<file path="src/source/rv32i_types_pkg.sv">
/*
  RV32I base types.
  Machine word type, major opcode enum and the widths of the
  instruction fields used when decoding jumps and branches.
*/
package rv32i_types_pkg;

  // ########################################
  // Widths.
  // ########################################
  localparam int WORD_W     = 32; // Machine word.
  localparam int BYTE_OFF_W = 2;  // Byte offset inside a word.
  localparam int OPCODE_W   = 7;  // Major opcode field.
  localparam int IMM_J_W    = 21; // J-type immediate incl. implied zero.
  localparam int IMM_B_W    = 13; // B-type immediate incl. implied zero.

  typedef logic [WORD_W-1:0] word_t;

  // ########################################
  // Major opcodes.
  // ########################################
  // Only JAL and BRANCH are acted on in this design.
  // The rest are listed so that decode reads naturally.
  typedef enum logic [OPCODE_W-1:0] {
    OP_LUI    = 7'b0110111,
    OP_AUIPC  = 7'b0010111,
    OP_JAL    = 7'b1101111, // Unconditional jump.
    OP_JALR   = 7'b1100111,
    OP_BRANCH = 7'b1100011, // Conditional branch.
    OP_LOAD   = 7'b0000011,
    OP_STORE  = 7'b0100011,
    OP_IMM    = 7'b0010011,
    OP_REG    = 7'b0110011,
    OP_FENCE  = 7'b0001111,
    OP_SYSTEM = 7'b1110011
  } opcode_t;

endpackage

</file>
<file path="src/source/fetch_pipe_pkg.sv">
/*
  Fetch pipeline definitions.
  Reset PC, memory and predictor sizes, counter states and the
  structs passed between fetch, execute and the predictor.
*/
package fetch_pipe_pkg;
  import rv32i_types_pkg::*;

  localparam word_t RESET_PC   = 32'h200;
  localparam int IMEM_WORDS    = 64;
  localparam int IMEM_AW       = $clog2(IMEM_WORDS);
  localparam int IMEM_WAIT     = 1;                      // Busy cycles per new address.
  localparam int IMEM_WAIT_W   = $clog2(IMEM_WAIT + 1);
  localparam int BTB_ENTRIES   = 8;
  localparam int BTB_IDX_W     = $clog2(BTB_ENTRIES);   // PC bits 4:2.
  localparam int BTB_TAG_W     = WORD_W - BTB_IDX_W - BYTE_OFF_W;

  // 2-bit saturating counter.
  typedef enum logic [1:0] {CTR_SNT, CTR_WNT, CTR_WT, CTR_ST} ctr_t;

  // Fetch to execute register.
  typedef struct packed {
    logic  valid;
    word_t pc;
    word_t pc4;
    word_t instr;
    logic  prediction;   // Taken was predicted at fetch.
  } fetch_ex_t;

  // Predictor write from execute.
  typedef struct packed {
    logic  en;
    word_t pc;
    word_t target;
    logic  taken;
  } predict_upd_t;

  typedef struct packed {
    logic  mispredict;
    word_t addr;
  } redirect_t;

endpackage

</file>
<file path="src/source/branch_predictor.sv">
/*
  Branch predictor.
  Direct mapped target buffer indexed by PC bits 4:2.
  Each entry holds a valid bit, a tag, a target and a 2-bit
  saturating counter. Lookup is combinational, updates are
  written on the clock edge.
*/
module branch_predictor import rv32i_types_pkg::*, fetch_pipe_pkg::*; (
  input  logic         CLK,
  input  logic         nRST,
  input  word_t        current_pc,
  input  predict_upd_t upd,
  output logic         predict_taken,
  output word_t        target_addr
);

  logic [BTB_ENTRIES-1:0] vld_q;
  logic [BTB_TAG_W-1:0]   tag_q [BTB_ENTRIES];
  word_t                  tgt_q [BTB_ENTRIES];
  ctr_t                   cnt_q [BTB_ENTRIES];

  logic [BTB_IDX_W-1:0] rd_idx, wr_idx;
  logic [BTB_TAG_W-1:0] rd_tag, wr_tag;
  logic                 rd_hit, wr_hit;
  ctr_t                 cnt_next;

  // ########################################
  // Lookup.
  // ########################################
  assign rd_idx = current_pc[BYTE_OFF_W +: BTB_IDX_W];
  assign rd_tag = current_pc[WORD_W-1 -: BTB_TAG_W];
  assign rd_hit = vld_q[rd_idx] && (tag_q[rd_idx] == rd_tag);

  assign predict_taken = rd_hit && cnt_q[rd_idx][1];  // Upper bit means taken.
  assign target_addr   = tgt_q[rd_idx];

  // ########################################
  // Update.
  // ########################################
  assign wr_idx = upd.pc[BYTE_OFF_W +: BTB_IDX_W];
  assign wr_tag = upd.pc[WORD_W-1 -: BTB_TAG_W];
  assign wr_hit = vld_q[wr_idx] && (tag_q[wr_idx] == wr_tag);

  always_comb begin
    cnt_next = cnt_q[wr_idx];
    if (!wr_hit) begin
      // New branch. Start on the weak side of its outcome.
      cnt_next = upd.taken ? CTR_WT : CTR_WNT;
    end else if (upd.taken) begin
      case (cnt_q[wr_idx])
        CTR_SNT: cnt_next = CTR_WNT;
        CTR_WNT: cnt_next = CTR_WT;
        default: cnt_next = CTR_ST;   // Saturate.
      endcase
    end else begin
      case (cnt_q[wr_idx])
        CTR_ST:  cnt_next = CTR_WT;
        CTR_WT:  cnt_next = CTR_WNT;
        default: cnt_next = CTR_SNT;  // Saturate.
      endcase
    end
  end

  // Control state. Valid bits and counters.
  always_ff @(posedge CLK, negedge nRST) begin
    if (!nRST) begin
      vld_q <= '0;
      for (int i = 0; i < BTB_ENTRIES; i++) begin
        cnt_q[i] <= CTR_SNT;
      end
    end else if (upd.en) begin
      vld_q[wr_idx] <= 1'b1;
      cnt_q[wr_idx] <= cnt_next;
    end
  end

  // Tag and target storage.
  always_ff @(posedge CLK) begin
    if (upd.en) begin
      tag_q[wr_idx] <= wr_tag;
      tgt_q[wr_idx] <= upd.target;
    end
  end

endmodule

</file>
<file path="src/source/branch_resolver.sv">
/*
  Branch resolver.
  Stands in for execute. Decodes JAL and conditional branches,
  builds their immediates, resolves the outcome and drives the
  redirect and the predictor update.
*/
module branch_resolver import rv32i_types_pkg::*, fetch_pipe_pkg::*; (
  input  fetch_ex_t    entry,
  input  logic         branch_cond,  // ALU compare result.
  output redirect_t    redir,
  output predict_upd_t upd
);

  opcode_t              opcode;
  logic [IMM_J_W-1:0]   imm_j;
  logic [IMM_B_W-1:0]   imm_b;
  word_t                offset;
  word_t                target;
  logic                 is_cf;       // JAL or branch.
  logic                 taken;

  assign opcode = opcode_t'(entry.instr[OPCODE_W-1:0]);

  // ########################################
  // Immediates.
  // ########################################
  assign imm_j = {entry.instr[31], entry.instr[19:12], entry.instr[20],
                  entry.instr[30:21], 1'b0};
  assign imm_b = {entry.instr[31], entry.instr[7], entry.instr[30:25],
                  entry.instr[11:8], 1'b0};

  always_comb begin
    offset = '0;
    taken  = 1'b0;
    is_cf  = 1'b0;
    case (opcode)
      OP_JAL: begin
        offset = {{(WORD_W-IMM_J_W){imm_j[IMM_J_W-1]}}, imm_j};
        taken  = 1'b1;
        is_cf  = 1'b1;
      end
      OP_BRANCH: begin
        offset = {{(WORD_W-IMM_B_W){imm_b[IMM_B_W-1]}}, imm_b};
        taken  = branch_cond;
        is_cf  = 1'b1;
      end
      default: ;        // Falls through.
    endcase
  end

  assign target = entry.pc + offset;

  // ########################################
  // Redirect and update.
  // ########################################
  // Tags cover the whole PC, so a taken prediction always carries
  // this entry's target. Only the direction can be wrong.
  assign redir.mispredict = entry.valid && (taken != entry.prediction);
  assign redir.addr       = taken ? target : entry.pc4;

  assign upd.en     = entry.valid && is_cf;
  assign upd.pc     = entry.pc;
  assign upd.target = target;
  assign upd.taken  = taken;

endmodule

</file>
<file path="src/source/fetch_hazard_unit.sv">
/*
  Fetch hazard unit.
  Turns memory busy, the run level and execute redirects into
  PC enable, execute stall, flush and next-PC select.
*/
module fetch_hazard_unit import fetch_pipe_pkg::*; (
  input  logic      CLK,
  input  logic      nRST,
  input  logic      run,
  input  logic      imem_busy,
  input  redirect_t redir,
  output logic      pc_en,
  output logic      ex_stall,
  output logic      flush,
  output logic      npc_sel
);

  logic redir_q;    // Redirect seen last cycle.
  logic busy_eff;

  // A redirect onto the address already on the bus is not seen
  // as a change by the memory. Hold one cycle after every redirect.
  always_ff @(posedge CLK, negedge nRST) begin
    if (!nRST) begin
      redir_q <= 1'b0;
    end else begin
      redir_q <= redir.mispredict;
    end
  end

  assign busy_eff = imem_busy | redir_q;

  assign pc_en    = (run & ~busy_eff) | redir.mispredict;
  assign flush    = redir.mispredict | (busy_eff & run);  // Bubble on wait.
  assign npc_sel  = redir.mispredict;
  assign ex_stall = 1'b0;   // Execute is single cycle.

endmodule

</file>
<file path="src/source/fetch_stage.sv">
/*
  Fetch stage.
  PC register and next-PC mux, byte swap of the memory word,
  and the fetch to execute pipeline register.
*/
module fetch_stage import rv32i_types_pkg::*, fetch_pipe_pkg::*; (
  input  logic      CLK,
  input  logic      nRST,
  input  logic      pc_en,
  input  logic      flush,
  input  logic      ex_stall,
  input  logic      npc_sel,        // Take the redirect from execute.
  input  word_t     redirect_addr,
  input  logic      predict_taken,
  input  word_t     target_addr,
  input  word_t     imem_rdata,
  output word_t     current_pc,     // Also the memory address.
  output fetch_ex_t ex_entry
);

  word_t pc, pc4, npc, instr;

  // ########################################
  // PC.
  // ########################################
  always_ff @(posedge CLK, negedge nRST) begin
    if (!nRST) begin
      pc <= RESET_PC;
    end else if (pc_en) begin
      pc <= npc;
    end
  end

  assign pc4        = pc + 32'd4;
  assign current_pc = pc;

  // Redirect beats the prediction, the prediction beats pc4.
  assign npc = npc_sel       ? redirect_addr :
               predict_taken ? target_addr   : pc4;

  // Memory holds words big endian. Reverse the bytes.
  assign instr = {imem_rdata[7:0], imem_rdata[15:8],
                  imem_rdata[23:16], imem_rdata[31:24]};

  // ########################################
  // Fetch to execute register.
  // ########################################
  always_ff @(posedge CLK, negedge nRST) begin
    if (!nRST) begin
      ex_entry <= '0;
    end else if (flush) begin
      ex_entry <= '0;                           // Bubble.
    end else if (!ex_stall) begin
      // Entry only counts when the PC moves past it.
      ex_entry.valid      <= pc_en;
      ex_entry.pc         <= pc;
      ex_entry.pc4        <= pc4;
      ex_entry.instr      <= instr;
      ex_entry.prediction <= predict_taken;
    end
  end

endmodule

</file>
<file path="src/source/fetch_top.sv">
/*
  Fetch top level.
  Connects the fetch stage, predictor, hazard unit,
  instruction memory and branch resolver.
*/
module fetch_top import rv32i_types_pkg::*, fetch_pipe_pkg::*; (
  input  logic      CLK,
  input  logic      nRST,
  input  logic      run,
  input  logic      branch_cond,
  input  logic      prog_wen,
  input  word_t     prog_addr,
  input  word_t     prog_data,
  output fetch_ex_t ex_entry
);

  // Fetch side.
  word_t current_pc, imem_rdata, target_addr;
  logic  imem_busy, predict_taken;
  // Control.
  logic  pc_en, ex_stall, flush, npc_sel;
  // Execute side.
  redirect_t    redir;
  predict_upd_t upd;

  fetch_stage fetch_i (
    .CLK(CLK), .nRST(nRST),
    .pc_en(pc_en), .flush(flush), .ex_stall(ex_stall),
    .npc_sel(npc_sel), .redirect_addr(redir.addr),
    .predict_taken(predict_taken), .target_addr(target_addr),
    .imem_rdata(imem_rdata), .current_pc(current_pc),
    .ex_entry(ex_entry)
  );

  branch_predictor predictor_i (
    .CLK(CLK), .nRST(nRST), .current_pc(current_pc), .upd(upd),
    .predict_taken(predict_taken), .target_addr(target_addr)
  );

  fetch_hazard_unit hazard_i (
    .CLK(CLK), .nRST(nRST), .run(run), .imem_busy(imem_busy),
    .redir(redir), .pc_en(pc_en), .ex_stall(ex_stall),
    .flush(flush), .npc_sel(npc_sel)
  );

  instr_mem imem_i (
    .CLK(CLK), .nRST(nRST), .addr(current_pc),
    .prog_wen(prog_wen), .prog_addr(prog_addr), .prog_data(prog_data),
    .rdata(imem_rdata), .busy(imem_busy)
  );

  // Resolves whatever sits in execute this cycle.
  branch_resolver resolver_i (
    .entry(ex_entry), .branch_cond(branch_cond),
    .redir(redir), .upd(upd)
  );

endmodule

</file>
<file path="src/source/instr_mem.sv">
/*
  Instruction memory.
  Word RAM with a load port and a fixed number of busy
  cycles after every change of the read address.
*/
module instr_mem import rv32i_types_pkg::*, fetch_pipe_pkg::*; (
  input  logic  CLK,
  input  logic  nRST,
  input  word_t addr,
  input  logic  prog_wen,
  input  word_t prog_addr,
  input  word_t prog_data,
  output word_t rdata,
  output logic  busy
);

  word_t                  mem [IMEM_WORDS];
  word_t                  prev_addr;
  logic [IMEM_WAIT_W-1:0] wait_cnt;
  logic                   addr_chg;

  // ########################################
  // Storage.
  // ########################################
  always_ff @(posedge CLK) begin
    if (prog_wen) begin
      mem[prog_addr[BYTE_OFF_W +: IMEM_AW]] <= prog_data;
    end
  end

  assign rdata = mem[addr[BYTE_OFF_W +: IMEM_AW]];   // Upper bits wrap.

  // ########################################
  // Wait states.
  // ########################################
  assign addr_chg = (addr != prev_addr);

  always_ff @(posedge CLK, negedge nRST) begin
    if (!nRST) begin
      prev_addr <= RESET_PC;
      wait_cnt  <= IMEM_WAIT_W'(IMEM_WAIT);    // Busy straight out of reset.
    end else if (addr_chg) begin
      prev_addr <= addr;
      wait_cnt  <= IMEM_WAIT_W'(IMEM_WAIT - 1); // This cycle is the first.
    end else if (wait_cnt != '0) begin
      wait_cnt  <= wait_cnt - 1'b1;
    end
  end

  assign busy = addr_chg || (wait_cnt != '0);

endmodule

</file>
<file path="config.mk">
export PLATFORM = sky130hd
export DESIGN_NAME = fetch_top
export DESIGN_NICKNAME = d
export VERILOG_FILES = /design/src/source/rv32i_types_pkg.sv /design/src/source/fetch_pipe_pkg.sv /design/src/source/branch_predictor.sv /design/src/source/branch_resolver.sv /design/src/source/fetch_hazard_unit.sv /design/src/source/fetch_stage.sv /design/src/source/fetch_top.sv /design/src/source/instr_mem.sv
export SDC_FILE = /design/constraint.sdc
export NUM_CORES = 2
export LEC_CHECK = 0
export BUFFER_PORTS_ARGS = -buffer_cell sky130_fd_sc_hd__buf_2
export CAP_MARGIN = 20
export CORE_ASPECT_RATIO = 1.1
export CORE_UTILIZATION = 25
export CTS_BUF_LIST = sky130_fd_sc_hd__clkbuf_4 sky130_fd_sc_hd__clkbuf_8
export DETAILED_ROUTE_END_ITERATION = 16
export HOLD_SLACK_MARGIN = 0.15
export PLACE_DENSITY = 0.49
export SLEW_MARGIN = 20
export SYNTH_ARGS = -nofsm -noshare
export SYNTH_HDL_FRONTEND = slang
export SYNTH_SLANG_ARGS = --single-unit
</file>
<file path="constraint.sdc">
create_clock -name CLK -period 7.85 [get_ports CLK]
set_clock_uncertainty 0.1 [all_clocks]
set_input_delay 1.57 -clock CLK [delete_from_list [all_inputs] [get_ports CLK]]
set_output_delay 1.57 -clock CLK [all_outputs]
set_load 0.05 [all_outputs]
</file>
; Word level (Yosys, flattened, before mapping)
; Memory sizes are Yosys's and may differ from the RTL's.
; Index checks and enable logic that the tools add are counted.
[word_totals]
latchBits = 0
reg_bits = 188
ramBits = 2520
memories = 3
romBits = 0
in_bits = 69
[op_classes]
bitwise = 9
addsub = 3
order_cmp = 6
n_mux = 33
n_reduce_logical = 10
div_mod_pow = 0
n_eq_ne = 9
n_mul = 0
shifts = 0
[mem_list]
columns = memory, words, width, read_ports, rd_clocked_by_memory_dff, wr, line_no
row1 = imem_i.mem, 64, 32, 1, 0, 1, instr_mem.sv:17  ; word_t mem [IMEM_WORDS];
row2 = predictor_i.tgt_q, 8, 32, 1, 0, 1, branch_predictor.sv:19  ; word_t tgt_q [BTB_ENTRIES];
row3 = predictor_i.tag_q, 8, 27, 2, 0, 1, branch_predictor.sv:18  ; logic [BTB_TAG_W-1:0] tag_q [BTB_ENTRIES];
[op_table]
columns = operator, n
row1 = $mux W98, 1
row2 = $mux W32, 3
row3 = $pmux W32 S2, 1
row4 = $eq A27 B27 Y1, 2
row5 = $add A32 B3 Y32 const B, 1
row6 = $add A32 B32 Y32, 1
row7 = $ne A32 B32 Y1, 1
row8 = $bwmux W16, 1
row9 = $mux W2, 8
row10 = $eq A7 B7 Y1 const B, 2
row11 = $bmux W2 S3, 2
row12 = $mux W1, 10
row13 = $ge A4 B4 Y1 const B, 2
row14 = $lt A3 B4 Y1 const B, 2
row15 = $not A3 Y4, 2
row16 = $or A8 B8 Y8, 1
row17 = $pmux W2 S2, 2
row18 = $logic_and A1 B1 Y1, 7
row19 = $bmux W1 S3, 2
row20 = $demux W2 S3, 1
row21 = $eq A2 B2 Y1 const B, 2
row22 = $lt A4 B1 Y1 const B, 1
row23 = $demux W1 S3, 1
row24 = $ge A3 B1 Y1 const B, 1
row25 = other kinds (10), 13

; Longest topological paths before layout
[depth]
word_depth = 9
mapped_depth = 17
depth_no_buf = 15

; Hierarchy
; A second synthesis with hierarchy kept.
[unflattened]
hier_cells = 5801
area_unflattened_um2 = 110773.7
[by_module_without_submodules]
columns = module, seq_area_each_um2, area_per_inst_um2, instances, cells_per_inst
row1 = instr_mem, 62327.3, 79665.2, 1, 3597
row2 = branch_predictor, 14774.2, 21529.4, 1, 1101
row3 = fetch_stage, 3204.3, 6811.5, 1, 699
row4 = branch_resolver, 0.0, 2701.3, 1, 396
row5 = fetch_hazard_unit, 25.0, 66.3, 1, 8

; Worst setup path after synthesis
; OpenSTA, ideal clock, no wires.
[synth_timing]
path_type = reg-to-reg
start = register fetch_i.ex_entry[7] (netlist name)
end = register predictor_i.cnt_q[11] in the netlist's numbering
path_stages_with_launch = 8
setup_time_ps = 87
setup_slack_ps = 699
t_required_ps = 7663
period_less_slack_ps = 7151
arrival_ps = 6964
path_cell_list = dfrtp_1 -> nor2b_1 -> nand4_1 -> a21oi_1 -> nand2_1 -> or2_2 -> nor3b_1 -> mux2_2
[synth_between]
elab_chain_cells = 5
[synth_lines]
columns = item, line_no
row1 = $eq A7 B7 Y1, branch_resolver.sv:36  ; case (opcode)
row2 = $pmux W1 S2, branch_resolver.sv:36
row3 = $mux W2 (on tied branches), "branch_predictor.sv:48, branch_predictor.sv:49"
row4 = $mux W2, branch_predictor.sv:46  ; if (!wr_hit) begin
row5 = $bwmux W16, branch_predictor.sv:73  ; cnt_q[wr_idx] <= cnt_next;
row6 = end signal: indexed assignment, branch_predictor.sv:73
row7 = end: declaration, branch_predictor.sv:20  ; ctr_t cnt_q [BTB_ENTRIES];
; Several ways; a longest one is shown, not always the timed one.
; A chain may end at the register's enable or synchronous reset.

==> impl_metrics.env <==
export IMPL_setup_violations=0
export IMPL_drt_pass1_iterations=5
export IMPL_cp_arrival_ns=6.32
export IMPL_outcome="finished, final reports clean"
export IMPL_grt_usage_pct=13.7
export IMPL_leakage_nw=38.7
export IMPL_synth_distinct_cells=73
export IMPL_max_freq_mhz=172
export IMPL_cts_tree="yes"
export IMPL_synth_common_cells="2520 x edfxtp_1, 845 x mux4_2, 213 x clkbuf_1"
export IMPL_fp_dieH_um=692
export IMPL_wl_mm=305
export IMPL_dp_hpwl_mm=173
export IMPL_crit_type="reg -> reg"
export IMPL_cts_hold_buffers=0
export IMPL_dieArea_mm2=0.436
export IMPL_synth_most_common_cell="edfxtp_1"
export IMPL_placedCellCount=10700
export IMPL_worstMarginPinSlew_ns=1.06
export IMPL_port_buffer_count=140
export IMPL_yosys_warnings=0
export IMPL_area_growth_syn_to_layout_pct=15.3
export IMPL_ant_nets=0
export IMPL_grt_antenna_before_repair=34
export IMPL_postSynthNetCount=5129
export IMPL_path_cells="nor2b_1 > nand4_1 > nor2_1 > a22o_1 > ha_1 > nand3_1 > inv_1 > a221oi_1 > a21oi_1 > o311ai_0 > and2_1 > o21ai_0 > a21oi_1 > xor2_1"
export IMPL_clk_pin_slew_ns=0.06
export IMPL_clock_path_buffers=4
export IMPL_synth_flop_cell="edfxtp_1"
export IMPL_synth_seq_cells=2706
export IMPL_grt_overflow=0
export IMPL_num_vias=53500
export IMPL_rows=253
export IMPL_cts_root_buf="clkbuf_8"
export IMPL_grt_pass1_vias=55900
export IMPL_coreArea_mm2=0.431
export IMPL_hp_class="reg -> reg"
export IMPL_fin_cells=11500
export IMPL_period_share_pct=73.9
export IMPL_post_cts_setup_buffers=0
export IMPL_cts_resized_gates=0
export IMPL_clock_sinks=2706
export IMPL_htreeDepth=5
export IMPL_fin_nets=5493
export IMPL_vias_per_cell=4.66
export IMPL_synth_top_cells_by_area="edfxtp_1 70%, mux4_2 18%, dfrtp_1 4.2%, xnor2_1 0.77%, clkbuf_1 0.74%"
export IMPL_synth_area_mm2=0.108
export IMPL_synth_edf_count=2520
export IMPL_maxCapViolCount=0
export IMPL_synth_largest_area_cell="edfxtp_1"
export IMPL_cp_required_ns=8.37
export IMPL_wl_per_cell_um=26.6
export IMPL_start_util_pct=25.1
export IMPL_cts_buffers_inserted=434
export IMPL_crit_slowest_cell="nor2_1"
export IMPL_synthArstFlopShare_pct=6.87
export IMPL_rsz0062_at_grt="no"
export IMPL_cpPeakStageDelay_ns=0.94
export IMPL_grt_max_degree=125
export IMPL_clk_latency_ns=1.06
export IMPL_slew_headroom_pct=29.1
export IMPL_hold_violations=0
export IMPL_dieWidth_um=629
export IMPL_cpMostUsedCell="a21oi_1"
export IMPL_cp_max_fo=13
export IMPL_synth_top_cell_area_share_pct=69.9
export IMPL_period_minus_slack_ns=5.80
export IMPL_power_density_mw_per_mm2=303
export IMPL_end_kind="flip-flop"
export IMPL_syn_inst=5028
export IMPL_ys_seq_area_share_pct=74.2
export IMPL_ir_drop_v=0.000228
export IMPL_drt_iter0_markers=5451
export IMPL_drc=0
export IMPL_grt_pass1_wl_mm=429
export IMPL_syn_avg_cell_area_um2=21.5
export IMPL_slew_violations=0
export IMPL_place_gp_congestion=0.856
export IMPL_io_pins=167
export IMPL_drive_gt1_share_pct=33.9
export IMPL_cp_start_kind="flip-flop"
export IMPL_design_power_total_w=0.0378
export IMPL_finalSetupTns_ns=0
[logic make-up after synthesis]
family	count (synthesis)	share of synthesized area, %
other	1	0.00346
multiplexers	952	18.6
AO/OA/AOI/OAI	241	1.52
buffers and inverters	371	1.53
XOR/XNOR	133	1.08
adder cells (fa/ha/maj)	32	0.377
AND/OR/NAND/NOR	592	2.68
flip-flops	2706	74.2
[final cells by class]
type	instances	area (µm²)
Fill cell	42200	307000
Sequential cell	2706	80400
Multi-Input combinational cell	1951	26800
Clock buffer	618	7450
Tap cell	5737	7180
Timing Repair Buffer	279	1930
Clock inverter	153	977
Inverter	20	81.3
Antenna cell	13	32.5
[layer usage]
metal | wire length, µm | vias to the layer above | part of all wire (%) | global-route usage, %
met1 | 132000 | 29500 | 43 | 18.9
li1 | - | 21700 | - | -
met4 | 7030 | 4 | 2.3 | 3.58
met5 | 23 | - | 0.0075 | 0
met3 | 21100 | 475 | 6.9 | 2.65
met2 | 145000 | 1840 | 48 | 22.3
[critical path, delay by kind of cell (launching register included)]
kind	cells	cell delay (ns)
DFF	1	0.38
and+or+nand+nor	5	1.89
xor gates and xnor gates	1	0.68
adders and majority gates	1	0.31
AOI/OAI and AO/OA	6	1.97
buffers and inverters	1	0.06
[through the flow]
step	worst slack, ns	hold WS (ns)	utilization [%]	instance area, µm²
finish	2.05	0.317	28.9	125000
CTS	2.10	0.330	28.9	125000
global route	1.67	0.320	28.9	125000
global placement	2.22	0.329	27.0	116000
floorplan	0.699	0.344	-	108000
detailed placement	2.17	0.340	27.0	116000
[power by group]
group / switching, W / total [W] / internal, W
Sequential: 0.000748 / 0.0169 / 0.0162
Combinational: 0.00496 / 0.00895 / 0.00399
Clock: 0.00561 / 0.0120 / 0.00639
Total: 0.0113 / 0.0378 / 0.0265
[final timing paths]
check / start / end / slack [ns] / depth (start not counted)
setup / recovery: fetch_i.ex_entry[5]$_DFF_PN0_ / predictor_i.tgt_q[2][31]$_DFFE_PP_ / 2.05 / 14
hold / removal: fetch_i.current_pc[9]$_DFFE_PN1P_ / imem_i.prev_addr[9]$_DFFE_PN1P_ / 0.32 / 0
setup reg to reg: fetch_i.ex_entry[5]$_DFF_PN0_ / predictor_i.tgt_q[2][31]$_DFFE_PP_ / 2.05 / 14
hold reg to reg: fetch_i.current_pc[9]$_DFFE_PN1P_ / imem_i.prev_addr[9]$_DFFE_PN1P_ / 0.32 / 0
max in group asynchronous: nRST / fetch_i.current_pc[6]$_DFFE_PN0P_ / 5.62 / 2
min in group asynchronous: nRST / predictor_i.cnt_q[2]$_DFFE_PN0P_ / 0.47 / 1
[flip-flops by register name, summed over array words and instances, names as in the netlist]
name                flops
fetch_i.current_pc     32
predictor_i.cnt_q      16
imem_i.wait_cnt         1
predictor_i.tag_q     216
imem_i.prev_addr       32
fetch_i.ex_entry       96
hazard_i.redir_q        1
predictor_i.tgt_q     256
imem_i.mem           2048
predictor_i.vld_q       8
[cells in the final DEF (no fill, tap or decap), types with 31 or more instances in the layout]
cell      Yosys  routed
edfxtp_1   2520    2520
mux4_2      845     845
clkbuf_8      0     450
dfrtp_1     183     174
clkbuf_4      0     168
buf_4        42     162
nand2_1     150     150
buf_2        35     108
xnor2_1      95      95
nor2_1      152      89
and2_1       82      82
clkinv_1      1      82
mux2i_1      75      75
a21oi_1      69      67
nor2_4        0      63
clkinv_2      0      44
nor3_1       46      44
xor2_1       38      38
a21o_1       33      33
ha_1         31      31
(Power assumes the default switching activity.)
